$ cat src/cpu_cfg.svh
`ifndef CPU_CFG_SVH
`define CPU_CFG_SVH

// general registers
`define CPU_NREG 8

// memory depths in 16-bit words
`define CPU_IMEM_DEPTH 256
`define CPU_DMEM_DEPTH 256

// data access latency, 1 to 4 cycles
`define CPU_MEM_CYCLES 2

`endif

$ cat src/data_mem_ctrl.sv
`timescale 1ns/10ps
`default_nettype none
`include "cpu_cfg.svh"

module data_mem_ctrl (
	input  logic        clk,
	input  logic        rst,
	input  logic        mem_start,
	input  logic        mem_we,
	input  logic [7:0]  mem_addr,
	input  logic [15:0] mem_wdata,
	output logic        mem_done,
	output logic [15:0] mem_rdata
);

	localparam int CW = $clog2(`CPU_MEM_CYCLES + 1);

	logic [15:0]   dram [`CPU_DMEM_DEPTH];
	logic [CW-1:0] cnt;

	// array access happens on the start strobe
	always_ff @(posedge clk) begin
		if (mem_start) begin
			if (mem_we) begin
				dram[mem_addr] <= mem_wdata;
			end
			mem_rdata <= dram[mem_addr];
		end
	end

	// counts down the remaining cycles of the access
	always_ff @(posedge clk) begin
		if (rst) begin
			cnt <= '0;
		end else if (mem_start) begin
			cnt <= CW'(`CPU_MEM_CYCLES);
		end else if (cnt != '0) begin
			cnt <= cnt - 1'b1;
		end
	end

	assign mem_done = (cnt == CW'(1));

endmodule

`default_nettype wire

$ cat config.mk
export PLATFORM = sky130hd
export DESIGN_NAME = data_mem_ctrl
export DESIGN_NICKNAME = d
export VERILOG_FILES = /design/src/data_mem_ctrl.sv
export VERILOG_INCLUDE_DIRS = /design/src
export SDC_FILE = /design/constraint.sdc
export NUM_CORES = 2
export LEC_CHECK = 0
export BUFFER_PORTS_ARGS = -buffer_cell sky130_fd_sc_hd__buf_4
export CAP_MARGIN = 0
export CORE_MARGIN = 2
export CORE_UTILIZATION = 50
export CTS_BUF_LIST = sky130_fd_sc_hd__clkbuf_4 sky130_fd_sc_hd__clkbuf_8
export DETAILED_ROUTE_END_ITERATION = 10
export PLACE_DENSITY = 0.65
export SLEW_MARGIN = 15
export SYNTH_ARGS = -nofsm -noshare
export SYNTH_HDL_FRONTEND = slang
export SYNTH_SLANG_ARGS = --single-unit
$ cat constraint.sdc
create_clock -name clk -period 6.95 [get_ports clk]
set_input_delay 0.3475 -clock clk [delete_from_list [all_inputs] [get_ports clk]]
set_output_delay 0.3475 -clock clk [all_outputs]
set_load 0.03 [all_outputs]
==> results.md <==
- Max VDD drop: roughly 0.24 mV
- Fin. Hold Viols: 0
- H-tree Lvls: 6
- Mapped Cells: approximately 6700
- Pint: roughly 38 mW
- Sequential share of power: 55.8%
- CTS buffer count: 637
- Mapped Area: between 150000 and 200000 um^2
- Synth top area share: 79.5%
- Placer Congestion: 0.841
- Avg Inst Size Synth: between 20 and 25 um^2
- Multi-input gate area: around 30000 um^2
- Arrival @ worst endpoint: ~4.3 ns
- Final Max Tran Viols: 0
- Primary FF master, synth: edfxtp_1
- FF/Latch Area: approximately 120000 um^2
- Total routed wirelength: around 400000 um
- Max frequency: about 280 MHz
- NetSw: ~11 mW
- CTS tree: done
- Max Cap Violations: 0
- Antenna violations before repair: 23
- Max incr delay on CP: between 1 and 1.5 ns
- Required time of the critical path: between 7 and 8 ns
- CTS max path bufs: 4
- Netlist cell types: 22
- Fin nets: between 7000 and 8000
- Buffers on Ports: 44
- Slew @ Worst Pin: around 1.3 ns
- EDFF count, synth: 4112
- Fin util: 56.8%
- Minimum clock period: 3.54 ns
- Yosys warns: 0
- Switching Share: a little over a fifth
- Die Wd: between 500 and 600 um
- Clk pin slew, worst setup/hold paths: around 0.06 ns
- First-pass GRT wire length: between 500000 and 600000 um
- Ys async rst share: 0%
- Fin Setup TNS: 0 ns
- # Post-CTS Setup Buffers: 0
- Setup Skew: a little over 0.07 ns
- Initial Utilization: roughly half
- Post-synthesis sequential area ratio: 79.5%
- Post-Syn Nets: ~6700
- Final setup vio count: 0
- GRT Total Usage: between 20% and 30%
- Post-route cell area: between 150000 and 200000 um^2
- Dpl cell area: ~160000 um^2
- Post-DRT Antenna Nets: 0
- Fillers: between 20000 and 25000
- Crit path launch type: input port
- Logic pwr share: under 10%
- Total gr overflow: 0
- Std cell rows: approximately 200
- Synth cell count leaders: edfxtp_1 (4112), mux4_2 (1024), a22oi_1 (512), clkbuf_1 (279), nor2_1 (260)
- Detailed placement HPWL: around 230000 um
- Top post-synthesis cells by area: edfxtp_1 (80%), mux4_2 (15%), a22oi_1 (2.5%)
- CP endpoint kind: flip-flop
- Cell with the most instances after synthesis: edfxtp_1
- RSZ-0062 raised after global routing: false
- Vias per std cell: 6.32
- CTS Root Cell: clkbuf_8
- # clock sinks: about 4100
- Num ports: 45
- Core area: between 300000 and 400000 um^2
- Die H: 561 um
- Area grow syn2layout: 13.1%
- Die area: ~320000 um^2
- CTS Hold Bufs: 20
- Vias in the first global route: around 77000
- Wire length per cell: 33.0 um
- Status: completed
- Clk network pwr share: ~40%
- DRT Pass-1 Iters: 5
- Crit path max fanout: ~110
- Pleak: about 54 nW
- Leading area contributor after synthesis: edfxtp_1
- Largest net degree at the start of global routing: ~170
- PwrDens: roughly 280 nW/um^2
- Layout cells sized above 1: 32.3%
- Period utilisation layout: 50.9%
- DR iter-0 viols: between 10000 and 15000
- Crit-path slowest cell: o41ai_2
- Number of synthesized register bits: just over 4000
- Worst skew pair latency: approximately 1.1 ns
- CTS resizes: 0
- Via count: 75906
- Critical path class: in -> reg
- DRC violations left: 0
- Worst min-delay path class: in -> reg
- Crit path cell chain: buf_8 -> buf_12 -> buf_4 -> mux4_2 -> a22oi_1 -> a21oi_1 -> o41ai_2 -> nand4_1
- Headroom to the max-slew limit: 12.0%
[logic make-up (layout without fill, tap and decap cells)]
group / after synthesis / count (layout) / share of synthesized area [%]
AO/OA/AOI/OAI: 833 / 833 / 3.66
AND/OR/NAND/NOR: 327 / 327 / 0.851
flip-flops: 4114 / 4114 / 79.5
other: 0 / 18 / 0
buffers and inverters: 412 / 1566 / 1.10
multiplexers: 1024 / 1024 / 14.9
[worst paths after layout]
check,start,to,slack (ns),cells past startpoint
setup / recovery,mem_addr[1],mem_rdata[2]$_DFFE_PP_,3.41,8
hold / removal,mem_addr[6],mem_rdata[1]$_DFFE_PP_,0.12,6
hold reg to reg,cnt[0]$_SDFFE_PP0P_,cnt[0]$_SDFFE_PP0P_,0.46,1
setup reg to reg,dram[11][5]$_DFFE_PP_,mem_rdata[5]$_DFFE_PP_,3.61,5
[through the flow]
| stage | hold WS [ns] | setup WS [ns] | power [mW] | cells |
|---|---|---|---|---|
| finish | 0.118 | 3.41 | 49.1 | 12002 |
| global route | 0.0966 | 3.20 | 50.5 | 11992 |
| CTS | 0.0307 | 3.52 | 49.4 | 11984 |
| detailed placement | 0.457 | 2.37 | 30.2 | 10852 |
| global placement | 0.420 | 1.77 | 30.1 | 10842 |
| floorplan | 0.411 | 4.02 | 29.0 | 6710 |
[flip-flops by register name (all words and copies together), names as in the netlist]
name,flops
dram,4096
mem_rdata,16
cnt,2
[per-layer routing]
metal  routed length (um)  track usage, %  share of wire, %
met5                   69               0             0.017
met3                40900            5.68                10
met4                13300            8.62               3.4
met1               156000            36.1                39
met2               186000            38.3                47
[power by group through the flow]
| stage | Combinational (mW) | Clock (mW) | Sequential (mW) |
|---|---|---|---|
| after floorplan | 1.14 | 0 | 27.9 |
| after global placement | 2.22 | 0 | 27.9 |
| after detailed placement | 2.28 | 0 | 27.9 |
| after CTS | 2.29 | 19.7 | 27.4 |
| after global routing | 2.40 | 20.8 | 27.4 |
| final | 2.28 | 19.4 | 27.4 |
[worst max-delay path: cells and delay by family]
family	cells	cell delay, ns
and+or+nand+nor	1	0.17
AOI/OAI and AO/OA	3	1.74
muxes	1	0.37
buffers and inverters	3	1.38
[cell usage in the layout (no fill, tap or decap), types with 2 or more instances in the layout]
cell type / count
edfxtp_1: 4112
mux4_2: 1024
clkbuf_8: 644
a22oi_1: 512
buf_4: 379
a21oi_1: 257
clkbuf_4: 250
nor2_1: 227
clkinv_1: 133
clkinv_2: 32
buf_12: 31
o41ai_2: 30
nor2_2: 30
o41ai_1: 21
dlygate4sd3_1: 20
diode_2: 18
buf_8: 18
nand4_1: 16
clkinvlp_4: 15
o41ai_4: 13
nand2_1: 13
inv_8: 12
inv_6: 12
nand2_2: 9
nand2_4: 8
clkinv_8: 7
bufinv_16: 6
nand3_1: 4
buf_6: 4
nor2b_4: 3
nor2_4: 3
nor2b_2: 3
nand2b_4: 2
nor3b_1: 2
dfxtp_1: 2
[layout make-up]
class / instances / share of cell area (%)
multi-input combinational: 2184 / 17.5
clock inverter: 218 / 0.749
antenna: 18 / 0.0257
tap: 4120 / 2.94
timing repair buffer: 454 / 2.29
sequential: 4114 / 70.4
clock buffer: 894 / 6.12
No activity file was read; power rests on OpenSTA's default activity.
