`config.mk`:
```
export PLATFORM = sky130hd
export DESIGN_NAME = reg_file
export DESIGN_NICKNAME = d
export VERILOG_FILES = /design/src/cpu_pkg.sv /design/src/reg_file.sv
export VERILOG_INCLUDE_DIRS = /design/src
export SDC_FILE = /design/constraint.sdc
export NUM_CORES = 1
export LEC_CHECK = 0
export BUFFER_PORTS_ARGS = -buffer_cell sky130_fd_sc_hd__buf_2
export CORE_ASPECT_RATIO = 0.6
export CORE_UTILIZATION = 40
export CTS_BUF_LIST = sky130_fd_sc_hd__clkbuf_8
export DETAILED_ROUTE_END_ITERATION = 8
export SLEW_MARGIN = 40
export SYNTH_ARGS = -nofsm -noshare
export SYNTH_HDL_FRONTEND = slang
export SYNTH_SLANG_ARGS = --single-unit
export TNS_END_PERCENT = 10
```
`constraint.sdc`:
```
create_clock -name clk -period 2.01 [get_ports clk]
set_input_delay 0.1005 -clock clk [delete_from_list [all_inputs] [get_ports clk]]
set_output_delay 0.1005 -clock clk [all_outputs]
set_load 0.005 [all_outputs]
```
`src/cpu_cfg.svh`:
```
`ifndef CPU_CFG_SVH
`define CPU_CFG_SVH

// general registers
`define CPU_NREG 8

// memory depths in 16-bit words
`define CPU_IMEM_DEPTH 256
`define CPU_DMEM_DEPTH 256

// data access latency, 1 to 4 cycles
`define CPU_MEM_CYCLES 2

`endif

```
`src/cpu_pkg.sv`:
```
`default_nettype none

package cpu_pkg;

	// major opcode, bits [15:11] of every word
	typedef enum logic [4:0] {
		NOP   = 5'h00,
		RTYPE = 5'h01,
		ADDIU = 5'h02,
		LI    = 5'h03,
		LW    = 5'h04,
		SW    = 5'h05,
		BEQZ  = 5'h06
	} opcode_e;

	// funct field of an R-type word, also the ALU select
	typedef enum logic [1:0] {
		ALU_ADDU = 2'b00,
		ALU_SUBU = 2'b01,
		ALU_AND  = 2'b10,
		ALU_OR   = 2'b11
	} alu_fn_e;

	typedef struct packed {
		opcode_e    op;
		logic [2:0] rx;
		logic [2:0] ry;
		logic [2:0] rz;
		alu_fn_e    funct;
	} inst_r_t;

	typedef struct packed {
		opcode_e    op;
		logic [2:0] rx;
		logic [7:0] imm;
	} inst_i_t;

	// same 16 bits, two decodings
	typedef union packed {
		inst_r_t r;
		inst_i_t i;
	} inst_u;

	typedef struct packed {
		alu_fn_e     alu_fn;
		logic        use_imm;
		logic [15:0] imm16;
		logic        reg_write;
		logic [2:0]  dest;
		logic        mem_read;
		logic        mem_write;
		logic [2:0]  src_a;
		logic        use_a;
		logic [2:0]  src_b;
		logic        use_b;
	} id_ctrl_t;

	typedef struct packed {
		logic        reg_write;
		logic [2:0]  dest;
		logic [15:0] value;
	} wb_t;

endpackage

`default_nettype wire

```
`src/reg_file.sv`:
```
`timescale 1ns/10ps
`default_nettype none
`include "cpu_cfg.svh"

module reg_file (
	input  logic         clk,
	input  logic         rst,
	input  logic [2:0]   raddr_a,
	input  logic [2:0]   raddr_b,
	output logic [15:0]  rdata_a,
	output logic [15:0]  rdata_b,
	input  cpu_pkg::wb_t wb
);

	logic [15:0] regs [`CPU_NREG];

	always_ff @(posedge clk) begin
		if (rst) begin
			for (int i = 0; i < `CPU_NREG; i++) begin
				regs[i] <= '0;
			end
		end else if (wb.reg_write) begin
			regs[wb.dest] <= wb.value;
		end
	end

	// write-through, ID sees the value written this cycle
	assign rdata_a = (wb.reg_write && wb.dest == raddr_a) ? wb.value : regs[raddr_a];
	assign rdata_b = (wb.reg_write && wb.dest == raddr_b) ? wb.value : regs[raddr_b];

endmodule

`default_nettype wire

```
==> results.md <==
- Netlist cell types: 20
- Routed len/inst: 25.2 µm
- CP Class: reg -> out
- Synth warnings: 0
- Worst min path class: in -> reg
- Max-slew violation count: 0
- Largest cells by area after synthesis: edfxtp_1, mux4_1, and2_1, mux2_2, mux2_4
- Rows: 38
- Layout fillers: 1609
- H-Tree Depth: 4
- Final Hold Vio Count: 0
- Total Routing Usage GR: 21.5%
- Mapped Cells: 445
- CTS clock-pin slew for the worst setup and hold paths: 0.08 ns
- Tightest Pin Transition: 0.583 ns
- Total power: 0.00701 W
- Initial Util: 41.0%
- Antenna-violating nets left: 0
- DRT Pass-1 Iters: 7
- Max reg flops: 128
- Power Density: 805 nW/µm²
- Synthesis-to-finish area growth: 16.8%
- Detailed Route Iter0 Violations: 397
- Total grt overflow: 0
- Setup ws final: -0.132 ns
- Vias in the first global route: 4482
- Vias: 4359
- Final setup fails: 32
- Nets: 546
- DP HPWL: 12000 µm
- Hold Crit Start: wb[13]
- Sequential area share after synthesis: 51.6%
- Die area: 19200 µm²
- Worst vdd rail ir drop: 0.000325 V
- Main flop type after synthesis: edfxtp_1
- Top Registers: regs: 128 flops
- Hold-critical path depth: 2
- RSZ-0062 raised after global routing: true
- # DRC: 0
- Cell taking the most area after synthesis: edfxtp_1
- CTS tree: yes
- Pin count of the biggest net entering global routing: 34
- Synth cell count leaders: and2_1, edfxtp_1, mux4_1, mux2_2, clkbuf_1
- Failing checks: setup timing
- Yosys top cell area share: 51.6%
- Hold Worst Slack: 0.0594 ns
- Post-Place Worst Slack: 0.143 ns
- Synthesized cell area: 7450 µm²
- Worst Setup Start Kind: register
- Synthesized Nets: 473
- Die width: 178 µm
- Hold worst-path end: regs[4][13]$_SDFFCE_PN0P_
- Crit share post-route: 107%
- Final core utilization: 47.9%
- Critical Path Sink Type: output pin
- Async SR Flop Fraction: 0%
- Top reg by flops: regs
- Max Freq: 467 MHz
- CTS buffer count: 17
- CTS Buffer Depth: 2
- Fraction of layout cells with a size suffix above 1: 46.8%
- Seq cells post-synth: 128
- Routability Congestion: 0.739
- CP max FO: 2
- Core ar.: 18200 µm²
- Setup Fix Bufs, Post-CTS: 0
- Total Routed Length: 19500 µm
- Chip height: 108 µm
- IO Port Bufs: 59
- Rel. slew slack: 61.2%
- Number of max-cap violations: 0
- Outcome: finished, violations left
- Post-synth EDFFs: 128
- Tmin final: 2.14 ns
- Initial antenna violation count: 0
- Req. time, crit path: 1.91 ns
- Root buffer cell: clkbuf_8
- Sink Count: 128
- I/O pins: 60
- First-pass GRT wire length: 28800 µm
- Critical path arrival: 2.04 ns
- Lkg Pwr: 3.29 nW
- Syn avg cell area: 16.7 µm²
- Vias per cell: 5.65
-- cells by family (layout without fill, tap and decap cells) --
family                    after synthesis  count (layout)  synth area share, %
DFF                                   128             128                 51.6
muxes                                 128             128                 32.6
and+or+nand+nor                       151             151                 12.5
xor gates and xnor gates                6               6                0.705
buffers and inverters                  32             117                 2.62
other                                   0               1                    0
-- how the worst max path moves through the flow --
stage	endpoint	slack, ns	startpoint	cells past startpoint
5_1_grt	rdata_a[15]	-0.18	regs[3][15]$_SDFFCE_PN0P_	4
3_5_place_dp	rdata_a[15]	0.14	raddr_a[0]	6
3_3_place_gp	rdata_b[6]	0.15	raddr_b[0]	6
2_1_floorplan	rdata_a[11]	0.44	raddr_a[1]	5
6_report	rdata_b[1]	-0.13	regs[3][1]$_SDFFCE_PN0P_	4
4_1_cts	rdata_b[1]	-0.15	regs[3][1]$_SDFFCE_PN0P_	4
-- placed cells by master, fill, tap and decap left out --
master	synthesis	routed
nand2_1	1	1
nand2b_1	2	2
clkinv_1	0	1
edfxtp_1	128	128
xnor2_1	6	6
nand4_1	2	2
nand3b_1	1	1
or2_2	8	8
mux2_4	11	49
nor3_2	1	2
bufinv_16	0	6
buf_4	1	19
mux4_1	60	7
clkinv_2	0	1
buf_6	9	20
or3b_2	1	1
buf_2	3	39
clkinvlp_4	0	1
clkbuf_8	0	17
nor2_1	6	6
and2_1	128	128
mux2_2	53	15
buf_12	0	8
clkinv_4	0	5
mux4_2	4	57
diode_2	0	1
-- where the power goes --
group | internal, W | switching (W) | leakage (nW) | total, W
logic | 0.000691 | 0.000482 | 1.83 | 0.00117
clock network | 0.00160 | 0.00104 | 0.233 | 0.00264
registers | 0.00311 | 0.0000886 | 1.23 | 0.00320
-- timing repair --
action | in CTS | in global routing
gates cloned | 0 | 0
gates resized for setup | 74 | 37
hold buffers | 0 | 0
endpoints found under the setup margin | 32 | 32
-- per-stage QoR --
step	TNS, ns	cell area (µm²)	instances
detailed placement	0	8160	739
CTS	-3.11	8620	770
finish	-2.46	8710	771
global placement	0	8160	739
global route	-4.54	8700	770
floorplan	0	7450	445
-- metal layers --
metal | track usage, % | routed length (µm) | share of wire [%]
met3 | 4.17 | 1240 | 6.4
met4 | 5.99 | 257 | 1.3
met1 | 31.0 | 8970 | 46
met2 | 33.0 | 9000 | 46
met5 | 0 | 0 | 0
-- critical path, cell delays in order, from the launching register on --
cell and delay (ns):
edfxtp_1 0.43, mux4_2 0.51, mux2_4 0.28, mux2_4 0.26, buf_6 0.12
-- area by class of cell --
class	instances	area (µm²)	share of cell area, %
multi-input combinational	285	3360	38.6
antenna	1	2.50	0.0287
clock buffer	17	234	2.69
sequential	128	3840	44.1
timing repair buffer	86	723	8.31
clock inverter	14	240	2.76
tap	240	300	3.45
(Power assumes the default switching activity.)
