## src/cpu_cfg.svh

```systemverilog
`ifndef CPU_CFG_SVH
`define CPU_CFG_SVH

// general registers
`define CPU_NREG 8

// memory depths in 16-bit words
`define CPU_IMEM_DEPTH 256
`define CPU_DMEM_DEPTH 256

// data access latency, 1 to 4 cycles
`define CPU_MEM_CYCLES 2

`endif

```

## src/cpu_pkg.sv

```systemverilog
`default_nettype none

package cpu_pkg;

	// major opcode, bits [15:11] of every word
	typedef enum logic [4:0] {
		NOP   = 5'h00,
		RTYPE = 5'h01,
		ADDIU = 5'h02,
		LI    = 5'h03,
		LW    = 5'h04,
		SW    = 5'h05,
		BEQZ  = 5'h06
	} opcode_e;

	// funct field of an R-type word, also the ALU select
	typedef enum logic [1:0] {
		ALU_ADDU = 2'b00,
		ALU_SUBU = 2'b01,
		ALU_AND  = 2'b10,
		ALU_OR   = 2'b11
	} alu_fn_e;

	typedef struct packed {
		opcode_e    op;
		logic [2:0] rx;
		logic [2:0] ry;
		logic [2:0] rz;
		alu_fn_e    funct;
	} inst_r_t;

	typedef struct packed {
		opcode_e    op;
		logic [2:0] rx;
		logic [7:0] imm;
	} inst_i_t;

	// same 16 bits, two decodings
	typedef union packed {
		inst_r_t r;
		inst_i_t i;
	} inst_u;

	typedef struct packed {
		alu_fn_e     alu_fn;
		logic        use_imm;
		logic [15:0] imm16;
		logic        reg_write;
		logic [2:0]  dest;
		logic        mem_read;
		logic        mem_write;
		logic [2:0]  src_a;
		logic        use_a;
		logic [2:0]  src_b;
		logic        use_b;
	} id_ctrl_t;

	typedef struct packed {
		logic        reg_write;
		logic [2:0]  dest;
		logic [15:0] value;
	} wb_t;

endpackage

`default_nettype wire

```

## src/execute_stage.sv

```systemverilog
`timescale 1ns/10ps
`default_nettype none

module execute_stage (
	input  logic              clk,
	input  logic              rst,
	input  logic              hold,
	input  logic              bubble,
	input  cpu_pkg::id_ctrl_t ctrl,
	input  logic [15:0]       rdata_a,
	input  logic [15:0]       rdata_b,
	input  logic              mem_done,
	input  logic [15:0]       mem_rdata,
	output logic              mem_start,
	output logic              mem_we,
	output logic [7:0]        mem_addr,
	output logic [15:0]       mem_wdata,
	output logic [2:0]        exe_dest,
	output logic              exe_reg_write,
	output cpu_pkg::wb_t      wb
);
	import cpu_pkg::*;

	id_ctrl_t    exe;
	logic        exe_new;
	logic [15:0] opa;
	logic [15:0] opb;
	logic [15:0] alu_a;
	logic [15:0] alu_b;
	logic [15:0] alu_y;
	wb_t         wb_d;

	// ID/EXE control, exe_new marks the first cycle of an instruction
	always_ff @(posedge clk) begin
		if (rst) begin
			exe <= '0;
			exe_new <= 1'b0;
		end else if (bubble) begin
			exe <= '0;
			exe_new <= 1'b1;
		end else if (!hold) begin
			exe <= ctrl;
			exe_new <= 1'b1;
		end else begin
			exe_new <= 1'b0;
		end
	end

	always_ff @(posedge clk) begin
		if (!hold) begin
			opa <= rdata_a;
			opb <= rdata_b;
		end
	end

	assign alu_a = exe.use_a ? opa : 16'h0000;
	assign alu_b = exe.use_imm ? exe.imm16 : opb;

	always_comb begin
		case (exe.alu_fn)
			ALU_ADDU: alu_y = alu_a + alu_b;
			ALU_SUBU: alu_y = alu_a - alu_b;
			ALU_AND:  alu_y = alu_a & alu_b;
			// ALU_OR
			default:  alu_y = alu_a | alu_b;
		endcase
	end

	// one strobe per access
	assign mem_start = (exe.mem_read | exe.mem_write) & exe_new;
	assign mem_we = exe.mem_write;
	assign mem_addr = alu_y[7:0];
	assign mem_wdata = opb;

	assign exe_dest = exe.dest;
	assign exe_reg_write = exe.reg_write;

	// a load writes back only once its data is back
	always_comb begin
		wb_d.reg_write = exe.reg_write & (~exe.mem_read | mem_done);
		wb_d.dest = exe.dest;
		wb_d.value = exe.mem_read ? mem_rdata : alu_y;
	end

	// EXE/WB
	always_ff @(posedge clk) begin
		if (rst) begin
			wb <= '0;
		end else begin
			wb <= wb_d;
		end
	end

endmodule

`default_nettype wire

```

## config.mk

```make
export PLATFORM = sky130hd
export DESIGN_NAME = execute_stage
export DESIGN_NICKNAME = d
export VERILOG_FILES = /design/src/cpu_cfg.svh /design/src/cpu_pkg.sv /design/src/execute_stage.sv
export SDC_FILE = /design/constraint.sdc
export NUM_CORES = 1
export LEC_CHECK = 0
export ABC_AREA = 1
export BUFFER_PORTS_ARGS = -buffer_cell sky130_fd_sc_hd__buf_2
export CAP_MARGIN = 25
export CORE_AREA = 5 5 126 92
export CTS_CLUSTER_SIZE = 40
export DETAILED_ROUTE_END_ITERATION = 16
export DIE_AREA = 0 0 131 97
export PLACE_DENSITY = 0.66
export SLEW_MARGIN = 0
export SYNTH_ARGS = -nofsm -noshare
export SYNTH_HDL_FRONTEND = slang
export SYNTH_SLANG_ARGS = --single-unit
```

## constraint.sdc

```tcl
create_clock -name clk -period 3.2 [get_ports clk]
set_input_delay 0 -clock clk [delete_from_list [all_inputs] [get_ports clk]]
set_output_delay 0 -clock clk [all_outputs]
set_load 0.005 [all_outputs]
```

==> run summary <==
## Outcome
* finished, final reports clean — run status

## Placement
* 128 — buffers added on ports
* 844 — placed cells
* 9808 um — detailed-placement wirelength estimate
* 0.1486 ns — worst slack, placed
* 0.005264 sq mm — total placed instance area
* 0.9283 — RD Place Congestion

## Critical path
* sky130_fd_sc_hd__nand2_1 — most repeated library cell on the critical path
* 3.02 ns — worst path arrival time
* wb[15] — endpoint of the most critical register-to-register path
* exe[30] — R2R Path Start
* 0.27 ns — worst reg-to-reg setup slack
* 0.40 ns — Worst path max stage delay
* primary output — endpoint kind of the worst setup timing path
* sky130_fd_sc_hd__dfxtp_4 — master of the slowest instance on the critical path
* 3.20 ns — required time reported for the critical path endpoint
* 23 — Register-to-Register Path Depth
* 6 — maximum fanout encountered on the critical timing path
* register — Critical Path Source Type
* register to primary output — Crit Path Class
* inv_8 -> nand2_1 -> nand2_1 -> inv_1 -> ha_1 -> nand2_1 -> nor2_2 -> nand3_1 -> nand2_1 -> xor2_1 -> ha_1 -> inv_1 -> o21bai_1 -> a21oi_1 -> nand2_2 -> a21oi_1 -> o21ai_0 -> o21ai_1 -> buf_2 — Critical Path, Cell by Cell

## Hold path
* mem_rdata[9] — worst hold path startpoint
* wb[9] — Worst Hold Endpoint
* input pin to register — worst min-delay path category
* 3 — number of instances on the worst hold path

## Detailed routing
* 4.833 — via count normalized by instance count
* 4 — count of TritonRoute iterations in the first routing pass
* 258 — initial detailed-routing violation count
* 14.39 um — Wirelength per Cell
* 4519 — number of vias in the routed layout
* 13460 um — aggregate routed wire length
* 0 — # DRC
* 0 — number of routed nets with antenna violations

## Timing
* 0.1777 ns — setup slack after layout
* 0.9445 — final critical-path share of the clock period
* true — unrepaired setup endpoints after global routing
* 0.005307 ns — clock skew after layout
* 0.009767 ns — Fin Hold WS
* 0 — total count of hold-check failures in the final report
* 3.022 ns — final critical delay including setup and external delays
* 0 — final setup violation count
* 330.9 MHz — Max Clock Freq
* 0 — fin. max-slew vios
* 0.9706 ns — worst slew pin tran
* 0.3514 — worst slew slack as a fraction of its limit

## Yosys
* 32 — number of flops mapped to enable cells by yosys
* 0.4226 — Seq/Total Area, Yosys
* sky130_fd_sc_hd__nand2_1 — library cell with the highest instance count after synthesis
* 0.004501 sq mm — cell area after technology mapping
* 0 — Synth async-reset ratio
* 0.2135 — area share of the largest cell type after synthesis
* 594 — number of instances in the synthesized netlist
* 0 — yosys synthesis warning count
* sky130_fd_sc_hd__edfxtp_1 — dominant cell type by area after synthesis
* 39 — synth unique cells
* 7.577 sq um — mean area per synthesized cell
* sky130_fd_sc_hd__nand2_1, sky130_fd_sc_hd__inv_1, sky130_fd_sc_hd__nor2_1 — most frequent cells after synthesis
* 699 — synthesized netlist net count
* sky130_fd_sc_hd__edfxtp_1, sky130_fd_sc_hd__dfxtp_1, sky130_fd_sc_hd__nand2_1 — top cells by area in the synthesized netlist
* sky130_fd_sc_hd__dfxtp_1 — Synth Flop Type
* 79 — register bit count reported by yosys

## GRT
* 0.2153 — GR Util All Layers
* 50 — pin count of the biggest net entering global routing
* 21730 um — first-pass GRT wire length
* 4396 — vias in the first global route
* 0 — number of antenna violations at the first check in global routing
* 0 — total global routing overflow

## Cells and area
* 0.006324 sq mm — cell area after layout
* 40.51% — Area Growth Syn to Fin
* 935 — number of standard cells in the layout, taps in and fillers out
* 0 — antenna diode instance count
* 903 — post-layout net count
* 0.2279 — fraction of final layout cells sized beyond drive strength 1

## Power
* 0.7955 mW — NetSw
* 3.134 nW — static leakage power
* 0.404 — Flop pwr share
* 2.076 mW — internal power of the cells
* 454.2 mW/mm^2 — Pwr per Cell Area
* 0.0003579 V — worst-case vdd ir drop
* 0.234 — Comb power frac
* 0.362 — clock network fraction of design power
* 0.2770 — net switching fraction of the power

## Clocking
* 0.06 ns — clock-pin slew reported for the worst setup and hold paths after clock tree synthesis
* 9 — number of clock buffers inserted by TritonCTS
* 79 — number of sinks driven by the clock tree
* 2 — deepest clock path buffer count
* 3 — number of levels in the clock H-tree
* 0.34 ns — Clock Latency Late Sink
* 0 — setup bufs post-CTS
* done — TritonCTS clock tree
* sky130_fd_sc_hd__clkbuf_16 — root buffer selected by CTS

## Flow run
* 0 — number of maximum-capacitance constraint violations

## Die
* 97 um — overall die height
* 131 um — Die W
* 0.01271 sq mm — DIE AREA
* 136 — boundary pin count
* 0.4429 — initial core utilization
* 31 — Rows
* 0.01016 sq mm — area of the core region

==> per-layer routing <==
layer  vias to the layer above  wire, um  GRT usage
li1                       2331         -          -
met5                         -         0          0
met1                      1998      6680     0.3158
met2                       179      5517     0.3171
met3                        11      1130    0.05562
met4                         0       127    0.04506
==> area by class of cell <==
cell class | count | area [sq um]
fill | 883 | 3839
multi-input combinational | 399 | 2105
sequential | 79 | 1906
timing repair buffer | 216 | 1489
inverter | 93 | 356.6
clock buffer | 14 | 264.0
tap | 132 | 165.2
clock inverter | 2 | 38.79
==> cells by family after synthesis <==
logic type / count (synthesis) / synth area share
AOI/OAI and AO/OA: 135 / 0.1713
DFF: 79 / 0.4226
xor gates and xnor gates: 15 / 0.02919
buffers and inverters: 116 / 0.1104
adders and majority gates: 19 / 0.05449
and+or+nand+nor: 230 / 0.2121
==> power by group through the flow <==
stage                     Combinational (mW)  Clock [mW]  Sequential [mW]
after floorplan                        0.359           0             1.18
after global routing                   0.751        1.11             1.17
after global placement                 0.587           0             1.18
after detailed placement               0.592           0             1.18
after CTS                              0.665        1.06             1.16
final                                  0.672        1.04             1.16
==> how the worst max path moves through the flow <==
stage	startpoint	end	slack (ns)	depth (start not counted)
global placement	exe[30]	wb[15]	0.23	23
CTS	exe[30]	mem_addr[7]	0.007	19
finish	exe[30]	mem_addr[7]	0.18	19
floorplan	exe[30]	wb[15]	0.46	24
detailed placement	exe[30]	wb[15]	0.15	23
global route	exe[30]	wb[13]	-0.03	20
==> what timing repair did <==
| item | CTS | global route |
|---|---|---|
| setup endpoints to repair | 0 | 12 |
| hold buffers | 75 | 0 |
| resized for setup | 0 | 5 |
| hold endpoints to repair | 75 | 0 |
==> cells in the final DEF, fill, tap and decap left out, types with 2 or more instances in the layout <==
master / count
sky130_fd_sc_hd__edfxtp_1: 32
sky130_fd_sc_hd__dlygate4sd3_1: 75
sky130_fd_sc_hd__nor2_1: 60
sky130_fd_sc_hd__o21ai_0: 46
sky130_fd_sc_hd__xor2_1: 11
sky130_fd_sc_hd__xnor2_1: 4
sky130_fd_sc_hd__nand3_1: 20
sky130_fd_sc_hd__clkbuf_1: 3
sky130_fd_sc_hd__ha_1: 18
sky130_fd_sc_hd__buf_2: 128
sky130_fd_sc_hd__clkbuf_16: 9
sky130_fd_sc_hd__inv_1: 88
sky130_fd_sc_hd__a31oi_1: 2
sky130_fd_sc_hd__o211ai_1: 3
sky130_fd_sc_hd__o21bai_1: 2
sky130_fd_sc_hd__nor2_2: 5
sky130_fd_sc_hd__nand2_2: 18
sky130_fd_sc_hd__dfxtp_1: 46
sky130_fd_sc_hd__clkbuf_8: 2
sky130_fd_sc_hd__o21ai_1: 4
sky130_fd_sc_hd__nand2_1: 121
sky130_fd_sc_hd__a21oi_1: 50
sky130_fd_sc_hd__a211oi_1: 22
sky130_fd_sc_hd__buf_4: 13
sky130_fd_sc_hd__nor3_1: 3
sky130_fd_sc_hd__clkinv_1: 3
==> per-stage QoR <==
step	TNS (ns)	power, mW	util
global route	-0.06456	3.029	0.6223
CTS	0	2.884	0.6216
global placement	0	1.765	0.5180
detailed placement	0	1.773	0.5180
floorplan	0	1.538	-
finish	0	2.872	0.6223
==> worst max-delay path, delay by kind of cell (launching register included) <==
kind,cells,cell delay [ns]
buffers and inverters,4,0.40
xor gates and xnor gates,1,0.19
DFF,1,0.40
AOI/OAI and AO/OA,5,0.65
adders and majority gates,2,0.47
and+or+nand+nor,7,0.59
==> flip-flops by register name (all words and copies together), names as in the netlist <==
name,cells
exe,21
wb,20
mem_wdata,16
opa,16
exe_dest,3
exe_new,1
exe_reg_write,1
mem_we,1
Note: power is estimated with default switching activity, not from simulation.
