==> src/cpu_cfg.svh <==
`ifndef CPU_CFG_SVH
`define CPU_CFG_SVH

// general registers
`define CPU_NREG 8

// memory depths in 16-bit words
`define CPU_IMEM_DEPTH 256
`define CPU_DMEM_DEPTH 256

// data access latency, 1 to 4 cycles
`define CPU_MEM_CYCLES 2

`endif

==> src/cpu_pkg.sv <==
`default_nettype none

package cpu_pkg;

	// major opcode, bits [15:11] of every word
	typedef enum logic [4:0] {
		NOP   = 5'h00,
		RTYPE = 5'h01,
		ADDIU = 5'h02,
		LI    = 5'h03,
		LW    = 5'h04,
		SW    = 5'h05,
		BEQZ  = 5'h06
	} opcode_e;

	// funct field of an R-type word, also the ALU select
	typedef enum logic [1:0] {
		ALU_ADDU = 2'b00,
		ALU_SUBU = 2'b01,
		ALU_AND  = 2'b10,
		ALU_OR   = 2'b11
	} alu_fn_e;

	typedef struct packed {
		opcode_e    op;
		logic [2:0] rx;
		logic [2:0] ry;
		logic [2:0] rz;
		alu_fn_e    funct;
	} inst_r_t;

	typedef struct packed {
		opcode_e    op;
		logic [2:0] rx;
		logic [7:0] imm;
	} inst_i_t;

	// same 16 bits, two decodings
	typedef union packed {
		inst_r_t r;
		inst_i_t i;
	} inst_u;

	typedef struct packed {
		alu_fn_e     alu_fn;
		logic        use_imm;
		logic [15:0] imm16;
		logic        reg_write;
		logic [2:0]  dest;
		logic        mem_read;
		logic        mem_write;
		logic [2:0]  src_a;
		logic        use_a;
		logic [2:0]  src_b;
		logic        use_b;
	} id_ctrl_t;

	typedef struct packed {
		logic        reg_write;
		logic [2:0]  dest;
		logic [15:0] value;
	} wb_t;

endpackage

`default_nettype wire

==> src/decoder.sv <==
`timescale 1ns/10ps
`default_nettype none

module decoder (
	input  cpu_pkg::inst_u    id_inst,
	input  logic [15:0]       id_pc,
	input  logic [15:0]       rdata_a,
	output logic [2:0]        raddr_a,
	output logic [2:0]        raddr_b,
	output cpu_pkg::id_ctrl_t ctrl,
	output logic              set_pc,
	output logic [15:0]       set_pc_addr
);
	import cpu_pkg::*;

	logic [15:0] imm_sext;
	logic [15:0] imm_zext;

	assign imm_sext = {{8{id_inst.i.imm[7]}}, id_inst.i.imm};
	assign imm_zext = {8'h00, id_inst.i.imm};

	// rx and ry sit at the same bits in every format
	assign raddr_a = id_inst.r.rx;
	assign raddr_b = id_inst.r.ry;

	// relative to the delay slot
	assign set_pc_addr = id_pc + 16'd1 + imm_sext;

	always_comb begin
		ctrl = '0;
		ctrl.src_a = id_inst.r.rx;
		ctrl.src_b = id_inst.r.ry;
		set_pc = 1'b0;
		case (id_inst.r.op)
			RTYPE: begin
				ctrl.alu_fn = id_inst.r.funct;
				ctrl.reg_write = 1'b1;
				ctrl.dest = id_inst.r.rz;
				ctrl.use_a = 1'b1;
				ctrl.use_b = 1'b1;
			end
			ADDIU: begin
				ctrl.use_imm = 1'b1;
				ctrl.imm16 = imm_sext;
				ctrl.reg_write = 1'b1;
				ctrl.dest = id_inst.i.rx;
				ctrl.use_a = 1'b1;
			end
			LI: begin
				// operand a stays zero, so rx = 0 + imm
				ctrl.use_imm = 1'b1;
				ctrl.imm16 = imm_zext;
				ctrl.reg_write = 1'b1;
				ctrl.dest = id_inst.i.rx;
			end
			LW: begin
				ctrl.mem_read = 1'b1;
				ctrl.reg_write = 1'b1;
				ctrl.dest = id_inst.r.rz;
				ctrl.use_a = 1'b1;
				ctrl.use_b = 1'b1;
			end
			SW: begin
				// address rx + 0, ry is the store data
				ctrl.mem_write = 1'b1;
				ctrl.use_imm = 1'b1;
				ctrl.use_a = 1'b1;
				ctrl.use_b = 1'b1;
			end
			BEQZ: begin
				ctrl.use_a = 1'b1;
				set_pc = (rdata_a == 16'h0000);
			end
			default: ;
		endcase
	end

endmodule

`default_nettype wire

==> config.mk <==
export PLATFORM = sky130hd
export DESIGN_NAME = decoder
export DESIGN_NICKNAME = d
export VERILOG_FILES = /design/src/cpu_cfg.svh /design/src/cpu_pkg.sv /design/src/decoder.sv
export SDC_FILE = /design/constraint.sdc
export NUM_CORES = 1
export LEC_CHECK = 0
export BUFFER_PORTS_ARGS = -buffer_cell sky130_fd_sc_hd__buf_2
export CAP_MARGIN = 10
export CORE_MARGIN = 8
export CORE_UTILIZATION = 40
export DETAILED_ROUTE_END_ITERATION = 6
export PLACE_DENSITY = 0.92
export SLEW_MARGIN = 20
export SYNTH_ARGS = -nofsm -noshare
export SYNTH_HDL_FRONTEND = slang
export SYNTH_SLANG_ARGS = --single-unit
==> constraint.sdc <==
create_clock -name vclk -period 3.4
set_input_delay 0.34 -clock vclk [all_inputs]
set_output_delay 0.34 -clock vclk [all_outputs]
set_load 0.005 [all_outputs]
==> results.sh, run 1 <==
export IMPL_status="completed"
export IMPL_place_area_sq_mm=0.00167
export IMPL_grt_overflow_total=0
export IMPL_switchingPower_uw=148
export IMPL_track_usage_pct=14.7
export IMPL_tightest_slew_ns=0.765
export IMPL_max_slew_margin_pct=48.5
export IMPL_antennaDiodeCount=0
export IMPL_multi_input_area_sq_mm=0.00106
export IMPL_drv_cap=0
export IMPL_syn_nets=234
export IMPL_comb_power_share_pct=100.0
export IMPL_cts_resized=0
export IMPL_ir_worst_vdd_uv=89.9
export IMPL_worst_setup_path_end_kind="output port"
export IMPL_finalMaxSlewViolations=0
export IMPL_min_path_type="in -> out"
export IMPL_synth_mux_area_share_pct=0
export IMPL_power_frac_clock_pct=0
export IMPL_layout_drive_gt1_share_pct=47.6
export IMPL_final_net_count=320
export IMPL_worstPathMaxFanout=3
export IMPL_yosysMostFrequentCell="buf_4"
export IMPL_postCtsHoldBufs=0
export IMPL_synthXorXnorAreaFrac_pct=8.43
export IMPL_placement_io_buffers=104
export IMPL_critPathKind="in -> out"
export IMPL_cp_data_arrival_time_ns=2.30
export IMPL_dp_final_hpwl_um=3740
export IMPL_grt_max_degree=13
export IMPL_fin_crit_ns=2.64
export IMPL_synth_warning_count=0
export IMPL_critPathTopFamily="compound AO/OA/AOI/OAI gates"
export IMPL_initial_core_util_pct=41.5
export IMPL_grt_pass1_wl_um=6480
export IMPL_slowest_stage="fa_1"
export IMPL_routed_wl_um=4180
export IMPL_rows=20
export IMPL_timing_final_hold_violations=0
export IMPL_die_y_um=71.8
export IMPL_setup_tns_ns=0
export IMPL_ys_seq_area_share_pct=0
export IMPL_vias=1502
export IMPL_p_int_uw=137
export IMPL_nClkBuffers=0
export IMPL_max_stage_delay_ns=0.39
export IMPL_drt_iter0_drc=78
export IMPL_min_period_over_period_pct=77.8
export IMPL_drcViolationCount=0
export IMPL_antenna_found_initial=0
export IMPL_rsz0062_at_grt="false"
export IMPL_synth_top_family_by_area="simple AND/OR/NAND/NOR gates"
export IMPL_fin_cells=287
export IMPL_synthAdderAreaFrac_pct=16.7
export IMPL_synth_common_cells="buf_4, ha_1, a21oi_1"
export IMPL_worstPathRequired_ns=3.06
export IMPL_coreArea_sq_mm=0.00300
export IMPL_whs_ns=0.878
export IMPL_yosys_top_cells_area="ha_1, buf_4, xnor2_1, and2_1, a21oi_1"
export IMPL_p_per_area_mw_per_mm2=171
export IMPL_wl_per_cell_um=14.6
export IMPL_synth_cells=170
export IMPL_post_drt_via_cell_ratio=5.23
export IMPL_critical_path_depth=11
export IMPL_gp_congestion=0.831
export IMPL_sw_frac_of_total_pct=52.0
export IMPL_design_portCount=104
export IMPL_start_kind="primary input"
export IMPL_post_cts_buffers=0
export IMPL_min_path_cells=2
export IMPL_setup_viol=0
export IMPL_yosysUniqueCellTypes=53
export IMPL_p_total_uw=286
export IMPL_die_area_sq_mm=0.00516
export IMPL_netlist_area_leader_share_pct=15.1
export IMPL_ant_nets=0
export IMPL_firstDrtPassIters=4
export IMPL_syn_cell_area_sq_mm=0.00125
export IMPL_synth_simple_gate_area_share_pct=30.4
export IMPL_die_w_um=71.8
export IMPL_synth_compound_area_share_pct=29.0
export IMPL_final_area_sq_mm=0.00167
export IMPL_grt_pass1_vias=1419
export IMPL_n_sequential_cell=0
export IMPL_area_sequential_sq_um=0
export IMPL_crit_buf_inv=4
export IMPL_p_seq_share_pct=0
export IMPL_syn_area_per_cell_sq_um=7.33
export IMPL_p_leak_uw=0.000910
export IMPL_place_inst=287
export IMPL_fmaxAchievable_ghz=0.378
export IMPL_cp_cell_sequence="buf_2 -> inv_1 -> ha_1 -> inv_1 -> fa_1 -> a21oi_1 -> o21ai_2 -> a311o_1 -> a21oi_2 -> xnor2_1 -> buf_2"
export IMPL_synth_largest_area_cell="ha_1"
export IMPL_area_delta_synth_final_pct=33.7
export IMPL_fillerInstances=291
routing by layer:
| metal | vias up | GRT usage [%] | part of all wire, % |
|---|---|---|---|
| li1 | 786 | - | - |
| met1 | 667 | 16.9 | 40 |
| met2 | 47 | 28.5 | 53 |
| met3 | 2 | 2.37 | 6.6 |
| met4 | 0 | 0.680 | 0.45 |
| met5 | - | 0 | 0 |
metrics by stage:
stage          setup WS (ns)  util (%)
2_1_floorplan           1.13         -
3_3_place_gp           0.815      55.5
3_5_place_dp           0.740      55.5
4_1_cts                0.737      55.5
5_1_grt                0.600      55.5
6_report               0.756      55.5
layout make-up:
| class | instances | share of cell area [%] |
|---|---|---|
| tap | 33 | 2.48 |
| timing repair buffer | 105 | 31.7 |
| inverter | 10 | 2.25 |
| multi-input combinational | 139 | 63.6 |
cells in the final DEF (no fill, tap or decap), types with 3 or more instances in the layout:
master	count
xor2_1	3
a22o_1	3
and2_1	11
a21oi_1	13
ha_1	15
nand2b_1	3
nand3_1	5
xnor2_1	9
nor2_1	12
o21ai_0	4
nor4_1	4
nor3_1	5
inv_1	10
buf_2	104
nand2_1	6
power groups by stage:
| stage | clock [uW] | combinational, uW | sequential (uW) |
|---|---|---|---|
| 2_1_floorplan | 0 | 182 | 0 |
| 3_3_place_gp | 0 | 280 | 0 |
| 6_report | 0 | 286 | 0 |
| 5_1_grt | 0 | 317 | 0 |
| 3_5_place_dp | 0 | 287 | 0 |
| 4_1_cts | 0 | 288 | 0 |
worst paths after layout:
check / startpoint / endpoint / slack [ns]
max: id_inst[0] / set_pc_addr[8] / 0.76
min: id_inst[10] / raddr_a[2] / 0.88
cell families (layout without fill, tap and decap cells):
logic type               Yosys count  after routing
AND/OR/NAND/NOR                   65             65
XOR/XNOR                          12             12
adder cells (fa/ha/maj)           16             16
buffers and inverters             31            115
AO/OA/AOI/OAI                     46             46
(Power assumes the default switching activity.)
==> run 2, diff against run 1 <==
ABC_AREA = 1   (was unset)
PLACE_DENSITY = 0.89   (was 0.92)
clock period = 2.6 ns   (was 3.4 ns; I/O delays follow)
==> run 2 against run 1 <==
Net effect:
- die area rose by 9.9%
- count of clock-buffer cells in the layout did not move
- cell count rose by 37%
- synthesized cell count rose by 55%
- total power rose by 24%
- worst setup slack got worse by 0.17 ns
- combinational power rose by 24%
- largest power group unchanged
- synthesized area rose by 13%
- sequential cell count did not move
- largest cell class unchanged
- non-clock buffer count fell by 1
- critical endpoint is now set_pc_addr[14]
- wire length rose by 4.8%
- design area rose by 9.8%
==> results.sh, run 2 <==
export IMPL_status="completed"
export IMPL_post_place_ws_ns=0.566
export IMPL_p_per_area_mw_per_mm2=194
export IMPL_synth_largest_area_cell="nand2_1"
export IMPL_yosysUniqueCellTypes=25
export IMPL_critical_path_depth=14
export IMPL_whs_ns=0.716
export IMPL_gp_congestion=0.880
export IMPL_p_leak_uw=0.00130
export IMPL_post_cts_buffers=0
export IMPL_use_met2_pct=28.7
export IMPL_final_net_count=414
export IMPL_ir_worst_vdd_uv=98.0
export IMPL_cts_resized=0
export IMPL_min_path_type="in -> out"
export IMPL_n_sequential_cell=0
export IMPL_die_w_um=75.3
export IMPL_timing_final_hold_violations=0
export IMPL_nClkBuffers=0
export IMPL_worstPathMaxFanout=3
export IMPL_critPathTopFamily="simple AND/OR/NAND/NOR gates"
export IMPL_grt_busiest_layer="met2"
export IMPL_drv_cap=0
export IMPL_placement_io_buffers=104
export IMPL_ant_nets=0
export IMPL_max_stage_delay_ns=0.39
export IMPL_die_area_sq_mm=0.00567
export IMPL_initial_core_util_pct=41.8
export IMPL_post_drt_via_cell_ratio=4.38
export IMPL_syn_area_per_cell_sq_um=5.32
export IMPL_synth_cells=264
export IMPL_final_common_cell="buf_2"
export IMPL_vias=1725
export IMPL_fillerInstances=341
export IMPL_setup_viol=0
export IMPL_worst_setup_path_end_kind="output port"
export IMPL_grt_pass1_wl_um=6660
export IMPL_syn_cell_area_sq_mm=0.00141
export IMPL_synth_warning_count=0
export IMPL_routed_wl_um=4380
export IMPL_tightest_slew_ns=0.585
export IMPL_antennaDiodeCount=0
export IMPL_wl_per_cell_um=11.1
export IMPL_grt_pass1_vias=1554
export IMPL_track_usage_pct=14.4
export IMPL_fmaxAchievable_ghz=0.497
export IMPL_min_path_cells=2
export IMPL_grt_util_met3_pct=1.20
export IMPL_drt_iter0_drc=43
export IMPL_die_y_um=75.3
export IMPL_postCtsHoldBufs=0
export IMPL_netlist_area_leader_share_pct=23.2
export IMPL_rsz0062_at_grt="false"
export IMPL_worstPathRequired_ns=2.34
export IMPL_layout_drive_gt1_share_pct=36.2
export IMPL_dp_final_hpwl_um=4020
export IMPL_synth_common_cells="nand2_1, inv_1, nor2_1"
export IMPL_grt_overflow_total=0
export IMPL_final_area_sq_mm=0.00183
export IMPL_cp_data_arrival_time_ns=1.75
export IMPL_min_period_over_period_pct=77.5
export IMPL_slowest_stage="fa_1"
export IMPL_critPathKind="in -> out"
export IMPL_max_slew_margin_pct=60.7
export IMPL_cp_cell_sequence="buf_2 -> inv_1 -> ha_1 -> inv_1 -> fa_1 -> nand2_1 -> nand3_1 -> nand3_1 -> nand2_1 -> nand2_1 -> nand2_1 -> nand2_1 -> nand2_1 -> buf_2"
export IMPL_finalMaxSlewViolations=0
export IMPL_coreArea_sq_mm=0.00336
export IMPL_p_total_uw=355
export IMPL_fin_crit_ns=2.01
export IMPL_most_common_layout_cells="buf_2, nand2_1, inv_1, nor2_1, ha_1"
export IMPL_grt_max_degree=13
export IMPL_yosys_top_cells_area="nand2_1, inv_1, ha_1, buf_4, nor2_1"
export IMPL_syn_nets=328
export IMPL_setup_ws_ns=0.586
export IMPL_rows=21
export IMPL_area_sequential_sq_um=0
export IMPL_start_kind="primary input"
export IMPL_yosysMostFrequentCell="nand2_1"
export IMPL_setup_tns_ns=0
export IMPL_antenna_found_initial=0
export IMPL_firstDrtPassIters=4
export IMPL_cp_common_cell="nand2_1"
export IMPL_drcViolationCount=0
export IMPL_ys_seq_area_share_pct=0
export IMPL_place_area_sq_mm=0.00183
export IMPL_crit_buf_inv=4
export IMPL_area_delta_synth_final_pct=30.2
export IMPL_grt_use_met1_pct=16.5
export IMPL_design_portCount=104
run 2: cell types whose count changed in the layout (fill, tap and decap cells not counted), sizes merged, moves of 8 or more:
cell   delta
xnor2     -8
nand3     +9
and2     -12
nand2    +83
inv      +49
nor2     +19
run 2: report_power, final:
| part | total, uW | leakage [uW] | internal [uW] | switching (uW) |
|---|---|---|---|---|
| sequential | 0 | 0 | 0 | 0 |
| clock | 0 | 0 | 0 | 0 |
| combinational | 355 | 0.00130 | 153 | 202 |
| total | 355 | 0.00130 | 153 | 202 |
run 2: final cells by class:
| cell class | instances | area, sq um | area share (%) |
|---|---|---|---|
| inverter | 59 | 221 | 12.1 |
| multi-input combinational | 185 | 1030 | 56.3 |
| timing repair buffer | 104 | 520 | 28.5 |
| tap | 46 | 57.6 | 3.15 |
run 2: routing by layer:
metal,vias to the layer above,part of all wire (%),wire length (um)
li1,948,-,-
met1,720,40,1750
met2,55,50,2210
met3,2,9.2,403
met4,0,0.32,14
met5,-,0,0
run 2: worst paths after layout:
check | from | to | slack, ns
setup / recovery | id_inst[0] | set_pc_addr[14] | 0.59
hold / removal | id_inst[8] | raddr_a[0] | 0.72
run 2: per-stage QoR:
step	instances	util, %
2_1_floorplan	264	-
3_3_place_gp	394	54.4
3_5_place_dp	394	54.4
4_1_cts	394	54.4
5_1_grt	394	54.4
6_report	394	54.4
run 2: logic make-up after synthesis:
group / share of synthesized area [%]
buffers and inverters: 26.7
adders and majority gates: 14.8
and+or+nand+nor: 46.8
AOI/OAI and AO/OA: 6.77
xor gates and xnor gates: 4.99
